`src/interconnect_pkg.sv`:
```
`default_nettype none

package interconnect_pkg;

    // Basic bus types
    typedef logic [31:0]  addr_t;
    typedef logic [31:0]  data_t;
    typedef logic [127:0] line_t;

    // Load/store size code, funct3 style
    // Bits 1..0 give the size, bit 2 marks an unsigned load
    typedef logic [2:0]   ctrl_t;

    localparam ctrl_t CTRL_BYTE = 3'b000;
    localparam ctrl_t CTRL_HALF = 3'b001;
    localparam ctrl_t CTRL_WORD = 3'b010;

    // Decoded target of a CPU access
    typedef enum logic [2:0] {
        DEV_DRAM,
        DEV_PLIC,
        DEV_CLINT,
        DEV_TOHOST,
        DEV_NONE
    } dev_e;

    // Top address nibble of each region
    localparam logic [3:0] DEV_NIBBLE_DRAM_LO = 4'h0;
    localparam logic [3:0] DEV_NIBBLE_DRAM_HI = 4'h8;
    localparam logic [3:0] DEV_NIBBLE_PLIC    = 4'h5;
    localparam logic [3:0] DEV_NIBBLE_CLINT   = 4'h6;

    // Host communication register
    localparam addr_t TOHOST_ADDR = 32'h4000_8000;

    // Commands in the upper half of the tohost word
    localparam logic [15:0] CMD_PRINT_CHAR = 16'h0101;
    localparam logic [15:0] CMD_POWER_OFF  = 16'h0002;

    // 128 MB DRAM window by default
    localparam int DRAM_OFFSET_BITS_DEFAULT = 27;

endpackage

`default_nettype wire
```
`src/periph_bus_if.sv`:
```
`timescale 1ns/1ps
`default_nettype none

// Register-mapped peripheral port, plain strobes with no handshake
interface periph_bus_if
    import interconnect_pkg::*;
();

    logic  we;
    logic  re;
    data_t wdata;
    data_t rdata;

    // Address decoder side
    modport master (output we, output re, output wdata);

    // Peripheral side
    modport slave (input we, input re, input wdata, output rdata);

    // Read data observer
    modport monitor (input rdata);

endinterface

`default_nettype wire

```
`src/soc_interconnect.sv`:
```
`timescale 1ns/1ps
`default_nettype none

module soc_interconnect
    import interconnect_pkg::*;
#(
    parameter int DRAM_OFFSET_BITS = DRAM_OFFSET_BITS_DEFAULT
) (
    input  wire        CLK,
    input  wire        rst_n,
    // CPU data port
    input  wire addr_t cpu_addr,
    input  wire data_t cpu_wdata,
    input  wire        cpu_we,
    input  wire        cpu_re,
    input  wire ctrl_t cpu_ctrl,
    output data_t      read_data,
    output logic       is_dram_data,
    // DRAM controller
    input  wire        dram_busy,
    input  wire line_t dram_rdata,
    output logic       dram_rd_en,
    output logic       dram_wr_en,
    output addr_t      dram_addr,
    output data_t      dram_wdata,
    output ctrl_t      dram_ctrl,
    // PLIC
    input  wire data_t plic_rdata,
    output logic       plic_we,
    output logic       plic_re,
    output data_t      plic_wdata,
    // CLINT
    input  wire data_t clint_rdata,
    output logic       clint_we,
    output logic       clint_re,
    output data_t      clint_wdata,
    // Host communication
    output logic       uart_we,
    output logic [7:0] uart_data,
    output logic       finish
);

    dev_e  dev;
    data_t load_word;
    logic  tohost_we;

    periph_bus_if plic_bus ();
    periph_bus_if clint_bus ();

    addr_decode #(
        .DRAM_OFFSET_BITS (DRAM_OFFSET_BITS)
    ) u_addr_decode (
        .cpu_addr   (cpu_addr),
        .cpu_wdata  (cpu_wdata),
        .cpu_we     (cpu_we),
        .cpu_re     (cpu_re),
        .cpu_ctrl   (cpu_ctrl),
        .dram_busy  (dram_busy),
        .dev        (dev),
        .dram_rd_en (dram_rd_en),
        .dram_wr_en (dram_wr_en),
        .dram_addr  (dram_addr),
        .dram_wdata (dram_wdata),
        .dram_ctrl  (dram_ctrl),
        .plic       (plic_bus.master),
        .clint      (clint_bus.master)
    );

    // Offset is captured on reads, the only accesses that return a line
    load_align u_load_align (
        .CLK        (CLK),
        .rst_n      (rst_n),
        .access     (dram_rd_en),
        .dram_addr  (dram_addr),
        .dram_ctrl  (dram_ctrl),
        .dram_rdata (dram_rdata),
        .load_word  (load_word)
    );

    read_return u_read_return (
        .CLK          (CLK),
        .rst_n        (rst_n),
        .dev          (dev),
        .load_word    (load_word),
        .plic         (plic_bus.monitor),
        .clint        (clint_bus.monitor),
        .read_data    (read_data),
        .is_dram_data (is_dram_data)
    );

    assign tohost_we = (dev == DEV_TOHOST) && cpu_we;

    tohost_unit u_tohost_unit (
        .CLK       (CLK),
        .rst_n     (rst_n),
        .write     (tohost_we),
        .wdata     (cpu_wdata),
        .uart_we   (uart_we),
        .uart_data (uart_data),
        .finish    (finish)
    );

    // Peripheral buses out to plain ports
    assign plic_we        = plic_bus.we;
    assign plic_re        = plic_bus.re;
    assign plic_wdata     = plic_bus.wdata;
    assign plic_bus.rdata = plic_rdata;

    assign clint_we        = clint_bus.we;
    assign clint_re        = clint_bus.re;
    assign clint_wdata     = clint_bus.wdata;
    assign clint_bus.rdata = clint_rdata;

endmodule

`default_nettype wire

```
`src/tohost_unit.sv`:
```
`timescale 1ns/1ps
`default_nettype none

module tohost_unit
    import interconnect_pkg::*;
(
    input  wire        CLK,
    input  wire        rst_n,
    input  wire        write,
    input  wire data_t wdata,
    output logic       uart_we,
    output logic [7:0] uart_data,
    output logic       finish
);

    data_t r_tohost;
    logic  is_print;
    logic  is_power_off;

    assign is_print     = (r_tohost[31:16] == CMD_PRINT_CHAR);
    assign is_power_off = (r_tohost[31:16] == CMD_POWER_OFF);

    // Host word, dropped once its character has gone out
    always_ff @(posedge CLK or negedge rst_n) begin
        if (!rst_n) begin
            r_tohost <= '0;
        end else if (write) begin
            r_tohost <= wdata;
        end else if (is_print) begin
            r_tohost <= '0;
        end
    end

    // One-cycle byte strobe and sticky finish
    always_ff @(posedge CLK or negedge rst_n) begin
        if (!rst_n) begin
            uart_we <= 1'b0;
            finish  <= 1'b0;
        end else begin
            uart_we <= is_print;
            if (is_power_off) begin
                finish <= 1'b1;
            end
        end
    end

    // Character byte, only meaningful with uart_we
    always_ff @(posedge CLK) begin
        if (is_print) begin
            uart_data <= r_tohost[7:0];
        end
    end

endmodule

`default_nettype wire

```
`src/read_return.sv`:
```
`timescale 1ns/1ps
`default_nettype none

module read_return
    import interconnect_pkg::*;
(
    input  wire           CLK,
    input  wire           rst_n,
    input  wire dev_e     dev,
    input  wire data_t    load_word,
    periph_bus_if.monitor plic,
    periph_bus_if.monitor clint,
    output data_t         read_data,
    output logic          is_dram_data
);

    dev_e r_dev;

    // Device of the previous cycle's access
    always_ff @(posedge CLK or negedge rst_n) begin
        if (!rst_n) begin
            r_dev <= DEV_NONE;
        end else begin
            r_dev <= dev;
        end
    end

    always_comb begin
        case (r_dev)
            DEV_DRAM:  read_data = load_word;
            DEV_PLIC:  read_data = plic.rdata;
            DEV_CLINT: read_data = clint.rdata;
            // tohost and unmapped space read as zero
            default:   read_data = '0;
        endcase
    end

    assign is_dram_data = (r_dev == DEV_DRAM);

endmodule

`default_nettype wire

```
`src/load_align.sv`:
```
`timescale 1ns/1ps
`default_nettype none

module load_align
    import interconnect_pkg::*;
(
    input  wire        CLK,
    input  wire        rst_n,
    input  wire        access,
    input  wire addr_t dram_addr,
    input  wire ctrl_t dram_ctrl,
    input  wire line_t dram_rdata,
    output data_t      load_word
);

    logic [3:0] r_offset;
    ctrl_t      r_ctrl;
    line_t      line_shift;
    data_t      raw_word;
    logic       sign_ok;

    // Byte offset and size of the access in flight
    always_ff @(posedge CLK or negedge rst_n) begin
        if (!rst_n) begin
            r_offset <= '0;
            r_ctrl   <= CTRL_WORD;
        end else if (access) begin
            r_offset <= dram_addr[3:0];
            r_ctrl   <= dram_ctrl;
        end
    end

    // Bring the addressed byte down to bit 0
    assign line_shift = dram_rdata >> {r_offset, 3'b000};
    assign raw_word   = line_shift[31:0];
    assign sign_ok    = !r_ctrl[2];

    always_comb begin
        case (r_ctrl[1:0])
            CTRL_BYTE[1:0]: load_word = {{24{raw_word[7] & sign_ok}}, raw_word[7:0]};
            CTRL_HALF[1:0]: load_word = {{16{raw_word[15] & sign_ok}}, raw_word[15:0]};
            default:        load_word = raw_word;
        endcase
    end

endmodule

`default_nettype wire

```
`src/addr_decode.sv`:
```
`timescale 1ns/1ps
`default_nettype none

module addr_decode
    import interconnect_pkg::*;
#(
    parameter int DRAM_OFFSET_BITS = DRAM_OFFSET_BITS_DEFAULT
) (
    input  wire addr_t   cpu_addr,
    input  wire data_t   cpu_wdata,
    input  wire          cpu_we,
    input  wire          cpu_re,
    input  wire ctrl_t   cpu_ctrl,
    input  wire          dram_busy,
    output dev_e         dev,
    output logic         dram_rd_en,
    output logic         dram_wr_en,
    output addr_t        dram_addr,
    output data_t        dram_wdata,
    output ctrl_t        dram_ctrl,
    periph_bus_if.master plic,
    periph_bus_if.master clint
);

    // Low DRAM_OFFSET_BITS ones
    localparam addr_t DRAM_MASK = addr_t'((64'd1 << DRAM_OFFSET_BITS) - 64'd1);

    logic [3:0] nibble;

    assign nibble = cpu_addr[31:28];

    // Region select, tohost is an exact word match
    always_comb begin
        if (cpu_addr == TOHOST_ADDR) begin
            dev = DEV_TOHOST;
        end else if (nibble == DEV_NIBBLE_DRAM_LO || nibble == DEV_NIBBLE_DRAM_HI) begin
            dev = DEV_DRAM;
        end else if (nibble == DEV_NIBBLE_PLIC) begin
            dev = DEV_PLIC;
        end else if (nibble == DEV_NIBBLE_CLINT) begin
            dev = DEV_CLINT;
        end else begin
            dev = DEV_NONE;
        end
    end

    // DRAM strobes held off while the controller is busy
    assign dram_rd_en = (dev == DEV_DRAM) && cpu_re && !dram_busy;
    assign dram_wr_en = (dev == DEV_DRAM) && cpu_we && !dram_busy;
    assign dram_addr  = cpu_addr & DRAM_MASK;
    assign dram_wdata = cpu_wdata;
    assign dram_ctrl  = cpu_ctrl;

    // Peripheral strobes only for their own region
    assign plic.we    = (dev == DEV_PLIC) && cpu_we;
    assign plic.re    = (dev == DEV_PLIC) && cpu_re;
    assign plic.wdata = cpu_wdata;

    assign clint.we    = (dev == DEV_CLINT) && cpu_we;
    assign clint.re    = (dev == DEV_CLINT) && cpu_re;
    assign clint.wdata = cpu_wdata;

endmodule

`default_nettype wire

```
`config.mk`:
```
export PLATFORM = sky130hd
export DESIGN_NAME = soc_interconnect
export DESIGN_NICKNAME = d
export VERILOG_FILES = /design/src/interconnect_pkg.sv /design/src/periph_bus_if.sv /design/src/soc_interconnect.sv /design/src/tohost_unit.sv /design/src/read_return.sv /design/src/load_align.sv /design/src/addr_decode.sv
export SDC_FILE = /design/constraint.sdc
export NUM_CORES = 1
export LEC_CHECK = 0
export BUFFER_PORTS_ARGS = -buffer_cell sky130_fd_sc_hd__buf_2
export CAP_MARGIN = 30
export CORE_AREA = 2 2 172 174
export DETAILED_ROUTE_END_ITERATION = 16
export DIE_AREA = 0 0 174 176
export GPL_TIMING_DRIVEN = 0
export PLACE_DENSITY_LB_ADDON = 0.08
export SETUP_SLACK_MARGIN = 0.3
export SLEW_MARGIN = 20
export SYNTH_ARGS = -nofsm -noshare
export SYNTH_HDL_FRONTEND = slang
export SYNTH_SLANG_ARGS = --single-unit
```
`constraint.sdc`:
```
create_clock -name CLK -period 5.3 [get_ports CLK]
set_input_delay 0.795 -clock CLK [delete_from_list [all_inputs] [get_ports CLK]]
set_output_delay 0.795 -clock CLK [all_outputs]
set_load 0.02 [all_outputs]
```
==> results.toml, run 1 <==
[synthesis]
synth.area.top_cells = "mux4_2 25%, buf_4 15%, dfrtp_1 12%"
ys_seq_area_share_pct = 16.1
async_flop_share_pct = 81.8
synth.top_cell.area_share_pct = 25.1
avgSynthCellArea_um2 = 10.1
netlist_instances = 702
synth_cell_types = 55
synthFlopType = "dfrtp_1"
synth_top_area_cell = "mux4_2"
netlist_area_um2 = 7100
yosys_register_bits = 44
yosys_warnings = 0
synth_edf_count = 8

[setup_path]
worstPathArrival_ns = 3.30
slowest_stage = "buf_1"
rrSetupSlack_ns = 2.83
ff2ff_path_depth = 5
crit_start = "u_load_align.r_offset[3]"
path_cells = "clkbuf_1, inv_1, buf_1, buf_1, a2111oi_0, o311ai_0, buf_2"
path_common_cell = "buf_1"
crit_type = "reg -> out"
r2r_start = "u_tohost_unit.r_tohost[25]"
r2r_end = "u_tohost_unit.uart_data[1]"
critical_path.max_stage_delay_ns = 0.71
end_kind = "primary output"
start_kind = "register"
cp.required_ns = 4.51
cp_max_fo = 10
crit_end = "read_data[14]"

[clock_tree]
cts_max_level = 2
cts.sinks = 44
clock_latency_ns = 0.30
cts_hold_buffers = 0
clk_pin_slew_worst_paths_ns = 0.07
cts_buffers = 5
clockBufferDepth = 2
cts_setup_buffers = 0
tritoncts = "built"
cts_resized = 0
cts_root_buffer = "clkbuf_16"

[route]
wl_met3_um = 2610
drc = 0
drtAntennaViolNets = 0
drt-wirelength-per-cell_um = 22.2
dr.max_layer_used = "met5"
via_per_inst = 4.96
drt-total-wl_um = 33900
num_vias = 7586
drt_iter0_drc = 524
drt_pass1_iterations = 5
wl_met1_um = 13800
met2_length_um = 17000

[power]
ir_drop_mv = 0.114
pwr_density_cell_nw_per_um2 = 256
leakagePower_nw = 4.87

[sta]
finalCritPeriodShare_pct = 77.2
min_period_ns = 4.09
finalMaxSlewViolations = 0
tightestPinTransition_ns = 0.875
setup_tns_ns = 0
fin_ws_ns = 1.21
slew_headroom_pct = 41.7
rsz0062_at_grt = "no"
setup_viol = 0
finalClockSkew_ns = 0.00633
fmax_mhz = 244
hold_viol_final = 0

[place]
place_hpwl_um = 28000
pre_cts_slack_ns = 1.65
port_buffers = 429
globalplace.congestion = 0.846

[floorplanning]
die_width_um = 174
die_h_um = 176
die_area_um2 = 30600
initial_core_util_pct = 24.9
fp-row-count = 62
fp.coreArea_um2 = 28500
ios = 444

[flow_run]
cap_violations = 0

[global_route]
grt_util_all_layers_pct = 21.0
grt_start_max_net_pins = 37
grt_antenna_before_repair = 2
first_global_vias = 7684
grt_pass1_wl_um = 48300
grt.overflow.total = 0

[layout]
nets = 1407
drive_gt1_share_pct = 62.5
layout_common_cells = "445 x buf_2, 144 x buf_4, 83 x mux2i_1"
final_common_cell = "buf_2"
nFillCells = 3032
area_growth_pct = 39.8

[status]
outcome = "finished, final reports clean"

[min_path]
hold_path.class = "reg -> reg"
layout make-up:
| type | count | area [µm²] | area share (%) |
|---|---|---|---|
| Multi-Input combinational cell | 462 | 4620 | 46.5 |
| Timing Repair Buffer | 430 | 2150 | 21.7 |
| Buffer | 188 | 1310 | 13.2 |
| Sequential cell | 44 | 1140 | 11.5 |
| Tap cell | 384 | 480 | 4.84 |
| Clock buffer | 5 | 125 | 1.26 |
| Clock inverter | 3 | 46.3 | 0.466 |
| Inverter | 12 | 45.0 | 0.454 |
| Antenna cell | 2 | 5.00 | 0.0504 |
flip-flops by register name, indices dropped and copies added, names as in the netlist:
signal / count
u_tohost_unit.finish: 1
u_read_return.r_dev: 3
u_tohost_unit.r_tohost: 24
u_load_align.r_ctrl: 3
u_load_align.r_offset: 4
u_tohost_unit.uart_data: 8
u_tohost_unit.uart_we: 1
stage by stage:
stage / instances / power (mW) / util [%] / hold WS, ns / instance area, µm²
floorplan: 706 / 1.59 / - / 0.425 / 7110
global placement: 1519 / 2.17 / 34.1 / 0.429 / 9740
detailed placement: 1520 / 2.17 / 34.2 / 0.429 / 9750
CTS: 1528 / 2.55 / 34.8 / 0.448 / 9920
global route: 1528 / 2.67 / 34.8 / 0.457 / 9920
finish: 1530 / 2.54 / 34.8 / 0.448 / 9930
routing by layer:
| metal | up-vias | global-route usage [%] |
|---|---|---|
| met4 | 2 | 3.75 |
| met2 | 367 | 37.1 |
| li1 | 3462 | - |
| met3 | 20 | 4.22 |
| met1 | 3735 | 26.8 |
| met5 | - | 0 |
power by group:
group | internal [mW] | total (mW) | switching (mW)
sequential | 0.358 | 0.369 | 0.0107
combinational | 0.812 | 1.80 | 0.989
clock | 0.224 | 0.372 | 0.148
Yosys cell counts (all sizes together) (10+ instances only):
library cell / n
buf: 168
nor3b: 17
a21oi: 14
inv: 10
mux2: 22
nand2b: 13
dfrtp: 34
o22ai: 10
o21ai: 17
nor4: 10
mux2i: 83
nand3: 18
mux4: 79
a221oi: 11
clkbuf: 20
o31ai: 10
a22oi: 17
nor2: 12
nand2: 47
worst min-delay path by stage:
stage                     cells after the start  slack, ns                    endpoint                 startpoint
after floorplan                               0       0.42  u_tohost_unit.uart_data[0]  u_tohost_unit.r_tohost[0]
after global placement                        0       0.43  u_tohost_unit.uart_data[5]  u_tohost_unit.r_tohost[5]
after detailed placement                      0       0.43  u_tohost_unit.uart_data[5]  u_tohost_unit.r_tohost[5]
after CTS                                     0       0.45  u_tohost_unit.uart_data[5]  u_tohost_unit.r_tohost[5]
after global routing                          0       0.46  u_tohost_unit.uart_data[2]  u_tohost_unit.r_tohost[2]
final                                         0       0.45  u_tohost_unit.uart_data[5]  u_tohost_unit.r_tohost[5]
critical path: cells and delay by family (launching register included):
family | cells | cell delay [ns]
compound gates | 2 | 0.64
flops | 1 | 0.36
buf+inv | 5 | 1.98
cells by family (layout without fill, tap and decap cells):
family	after synthesis	after routing	share of synthesized area, %
multiplexers	184	184	40.3
flip-flops	44	44	16.1
other	1	7	0.0528
buffers and inverters	200	638	19.1
AND/OR/NAND/NOR	150	150	11.5
AO/OA/AOI/OAI	122	122	13.0
XOR/XNOR	1	1	0.123
Power figures use the tool's default switching activity.
==> run 2, diff against run 1 <==
- clock period: 5.3 -> 3.93 ns (I/O delays scaled with it)
==> results.toml, run 2 (synthesized netlist as in run 1, its figures left out) <==
[status]
outcome = "finished, final reports clean"

[layout]
largest_reg_flops = 24
final_common_cell = "buf_2"
area_growth_pct = 40.3
top_regs = "u_tohost_unit.r_tohost: 24 flops, u_tohost_unit.uart_data: 8 flops, u_load_align.r_offset: 4 flops"
nets = 1409
layout_common_cells = "441 x buf_2, 146 x buf_4, 83 x mux2i_1"
final_cell_count_no_fill = 1532
drive_gt1_share_pct = 62.9
largest-register = "u_tohost_unit.r_tohost"
nFillCells = 3027

[clock_tree]
cts_max_level = 2
cts_buffers = 5
tritoncts = "built"
cts_root_buffer = "clkbuf_16"
cts_hold_buffers = 0
cts.sinks = 44
clockBufferDepth = 2
clock_latency_ns = 0.30
clk_pin_slew_worst_paths_ns = 0.07

[sta]
finalClockSkew_ns = 0.00687
slew_headroom_pct = 41.8
finalCritPeriodShare_pct = 88.5
fmax_mhz = 288
setup_viol = 0
rsz0062_at_grt = "no"
setup_tns_ns = 0
tightestPinTransition_ns = 0.872
hold_viol_final = 0
min_period_ns = 3.48
finalMaxSlewViolations = 0
fin_ws_ns = 0.453

[setup_path]
path_cells = "buf_2, buf_2, buf_2, buf_2, mux4_2, o22ai_1, a221oi_1, nand2_1, buf_2"
rrSetupSlack_ns = 1.44
start_kind = "register"
critical_path.max_stage_delay_ns = 0.42
end_kind = "primary output"
r2r_end = "u_tohost_unit.uart_data[0]"
cp_max_fo = 10
ff2ff_path_depth = 5
crit_type = "reg -> out"
slowest_stage = "buf_2"
worstPathArrival_ns = 2.89
r2r_start = "u_tohost_unit.r_tohost[25]"
cp.required_ns = 3.34
path_common_cell = "buf_2"

[power]
ir_drop_mv = 0.154
leakagePower_nw = 4.89
pwr_density_cell_nw_per_um2 = 345

[flow_run]
cap_violations = 0

[route]
num_vias = 7608
drtAntennaViolNets = 0
drt_iter0_drc = 514
drt_pass1_iterations = 5
via_per_inst = 4.97
drt-total-wl_um = 33800
drt-wirelength-per-cell_um = 22.1
drc = 0

[global_route]
grt_start_max_net_pins = 37
grt_util_all_layers_pct = 21.0
first_global_vias = 7683
grt_antenna_before_repair = 2
grt_pass1_wl_um = 48300
grt.overflow.total = 0

[floorplanning]
die_area_um2 = 30600
fp-row-count = 62
initial_core_util_pct = 24.9
die_h_um = 176
die_width_um = 174
fp.coreArea_um2 = 28500
ios = 444

[place]
port_buffers = 429
globalplace.congestion = 0.846
pre_cts_slack_ns = 0.481
place_hpwl_um = 28000
dp.cells = 1520

[min_path]
hold_path.class = "in -> async"
run 2: routing by layer:
metal  global-route usage, %  vias to the layer above  wire (µm)
li1                        -                     3468          -
met1                    26.8                     3737      13900
met2                    37.1                      377      17100
met3                    4.22                       24       2440
met4                    3.75                        2        423
met5                       0                        -         16
run 2: cell type report:
type	instances	area, µm²	area share (%)
diodes	2	5.00	0.0502
well taps	384	480	4.82
clock inverters	3	46.3	0.465
flip-flops and latches	44	1140	11.5
clock buffers	5	125	1.26
repair buffers	432	2170	21.8
plain buffers	188	1320	13.3
multi-input cells	462	4620	46.4
inverters	12	45.0	0.452
run 2: worst max-delay path by stage:
| stage | from | end | slack (ns) | cells past startpoint |
|---|---|---|---|---|
| CTS | u_load_align.r_offset[3] | read_data[12] | 0.32 | 8 |
| floorplan | u_read_return.r_dev[2] | read_data[14] | 0.95 | 5 |
| global placement | u_load_align.r_offset[3] | read_data[23] | 0.47 | 8 |
| global route | u_load_align.r_ctrl[1] | read_data[31] | 0.31 | 7 |
| finish | u_load_align.r_offset[1] | read_data[13] | 0.45 | 9 |
| detailed placement | u_load_align.r_offset[3] | read_data[23] | 0.48 | 8 |
run 2: critical path: cells and delay by family, from the launching register on:
kind	cells	cell delay (ns)
buffers and inverters	5	1.37
AOI/OAI and AO/OA	2	0.41
muxes	1	0.38
DFF	1	0.32
and+or+nand+nor	1	0.09
run 2: stage by stage:
stage	hold WS [ns]	power, mW	util, %	area [µm²]
floorplan	0.294	2.14	-	7110
global placement	0.429	2.93	34.1	9740
detailed placement	0.429	2.92	34.2	9750
CTS	0.432	3.44	34.8	9930
global route	0.457	3.61	34.9	9960
finish	0.394	3.44	34.9	9960
run 2: report_power, final:
part           internal [mW]  switching (mW)  leakage [nW]
Sequential             0.483          0.0145         0.540
Clock                  0.303           0.202        0.0804
Combinational           1.10            1.33          4.27
run 2: what timing repair did:
action,CTS,global route
setup endpoints to repair,6,13
buffers inserted,0,2
pin swaps,0,1
cloned,0,0
resized for setup,3,8
==> run 3, diff against run 2 <==
- clock period: 3.93 -> 3.3 ns (I/O delays scaled with it)
==> results.toml, run 3 (synthesized netlist as in run 1, its figures left out) <==
[place]
globalplace.congestion = 0.846
place_hpwl_um = 28000
pre_cts_slack_ns = -0.0541
port_buffers = 429
dp.cells = 1520

[clock_tree]
cts.sinks = 44
cts_root_buffer = "clkbuf_16"
clockBufferDepth = 2
tritoncts = "built"
clock_latency_ns = 0.30
cts_buffers = 5
clk_pin_slew_worst_paths_ns = 0.07
cts_max_level = 2

[global_route]
grt_antenna_before_repair = 4
grt_util_all_layers_pct = 21.3
grt_start_max_net_pins = 37
grt.overflow.total = 0
first_global_vias = 7823
grt_pass1_wl_um = 48900

[min_path]
hold_path.class = "in -> async"

[floorplanning]
die_area_um2 = 30600
initial_core_util_pct = 24.9
die_h_um = 176
die_width_um = 174
fp-row-count = 62
ios = 444
fp.coreArea_um2 = 28500

[route]
drt_pass1_iterations = 7
drt-total-wl_um = 34000
drc = 0
num_vias = 7695
drt_iter0_drc = 514
via_per_inst = 4.96
drt-wirelength-per-cell_um = 21.9
drtAntennaViolNets = 0

[layout]
final_common_cell = "buf_2"
largest-register = "u_tohost_unit.r_tohost"
area_growth_pct = 49.0
final_cell_count_no_fill = 1550
nets = 1427
drive_gt1_share_pct = 65.6
layout_common_cells = "422 x buf_2, 157 x buf_4, 80 x mux2i_1"
largest_reg_flops = 24
top_regs = "u_tohost_unit.r_tohost: 24 flops, u_tohost_unit.uart_data: 8 flops, u_load_align.r_offset: 4 flops"

[sta]
rsz0062_at_grt = "yes"
finalMaxSlewViolations = 0
hold_viol_final = 0
tightestPinTransition_ns = 0.860
min_period_ns = 3.09
finalClockSkew_ns = 0.00621
fin_ws_ns = 0.213
finalCritPeriodShare_pct = 93.5
slew_headroom_pct = 42.6
setup_viol = 0
holdWs_ns = 0.302
fmax_mhz = 324
setup_tns_ns = 0

[power]
leakagePower_nw = 5.14
ir_drop_mv = 0.183
pwr_density_cell_nw_per_um2 = 423

[setup_path]
end_kind = "primary output"
r2r_end = "u_tohost_unit.uart_data[0]"
crit_type = "reg -> out"
r2r_start = "u_tohost_unit.r_tohost[25]"
worstPathArrival_ns = 2.59
rrSetupSlack_ns = 0.81
start_kind = "register"
ff2ff_path_depth = 5
crit_end = "read_data[4]"
cp_max_fo = 7
crit_start = "u_load_align.r_offset[0]"
cp.required_ns = 2.80

[status]
outcome = "finished, final reports clean"

[flow_run]
cap_violations = 0
run 3: power by group:
group | internal (mW) | switching [mW] | leakage [nW]
combinational | 1.60 | 1.68 | 4.52
sequential | 0.575 | 0.0240 | 0.540
clock | 0.360 | 0.241 | 0.0804
run 3: how the worst min path moves through the flow:
stage,depth (start not counted),slack (ns),end,from
3_3_place_gp,0,0.43,u_tohost_unit.uart_data[5],u_tohost_unit.r_tohost[5]
5_1_grt,1,0.37,u_tohost_unit.r_tohost[3],rst_n
6_report,1,0.30,u_tohost_unit.r_tohost[3],rst_n
3_5_place_dp,0,0.43,u_tohost_unit.uart_data[5],u_tohost_unit.r_tohost[5]
2_1_floorplan,0,0.20,u_load_align.r_ctrl[0],rst_n
4_1_cts,1,0.34,u_tohost_unit.r_tohost[3],rst_n
run 3: critical path, stage by stage, from the launching register on:
cell and delay, ns:
dfrtp_1 0.38, buf_6 0.20, buf_12 0.13, buf_16 0.12
mux4_2 0.50, mux4_2 0.48, a211o_1 0.31, buf_4 0.16
run 3: metal layers:
metal / wire length (µm) / vias to the layer above / GRT usage, %
met3: 2380 / 35 / 4.52
li1: - / 3509 / -
met4: 514 / 4 / 4.24
met5: 30 / - / 0
met2: 17100 / 381 / 37.8
met1: 14000 / 3766 / 26.6
run 3: through the flow:
step / area, µm² / util, % / power [mW]
finish: 10600 / 37.0 / 4.48
global placement: 9740 / 34.1 / 3.49
detailed placement: 9750 / 34.2 / 3.48
global route: 10600 / 37.0 / 4.68
CTS: 10500 / 36.7 / 4.44
floorplan: 7110 / - / 2.55
run 3: cell type report:
cell class | count | area (µm²)
antenna | 2 | 5.00
clock inverter | 3 | 46.3
tap | 384 | 480
fill | 2981 | 18000
buffer | 187 | 1550
clock buffer | 5 | 125
inverter | 12 | 51.3
multi-input combinational | 462 | 4730
sequential | 44 | 1140
timing repair buffer | 451 | 2440
run 3: timing repair:
action                                  CTS  global route
cloned                                    3             0
endpoints found under the hold margin     0             0
resized for setup                        90            26
pin swaps                                15             5
endpoints found under the setup margin   32            32
buffers inserted                         18             0
hold buffers                              0             0
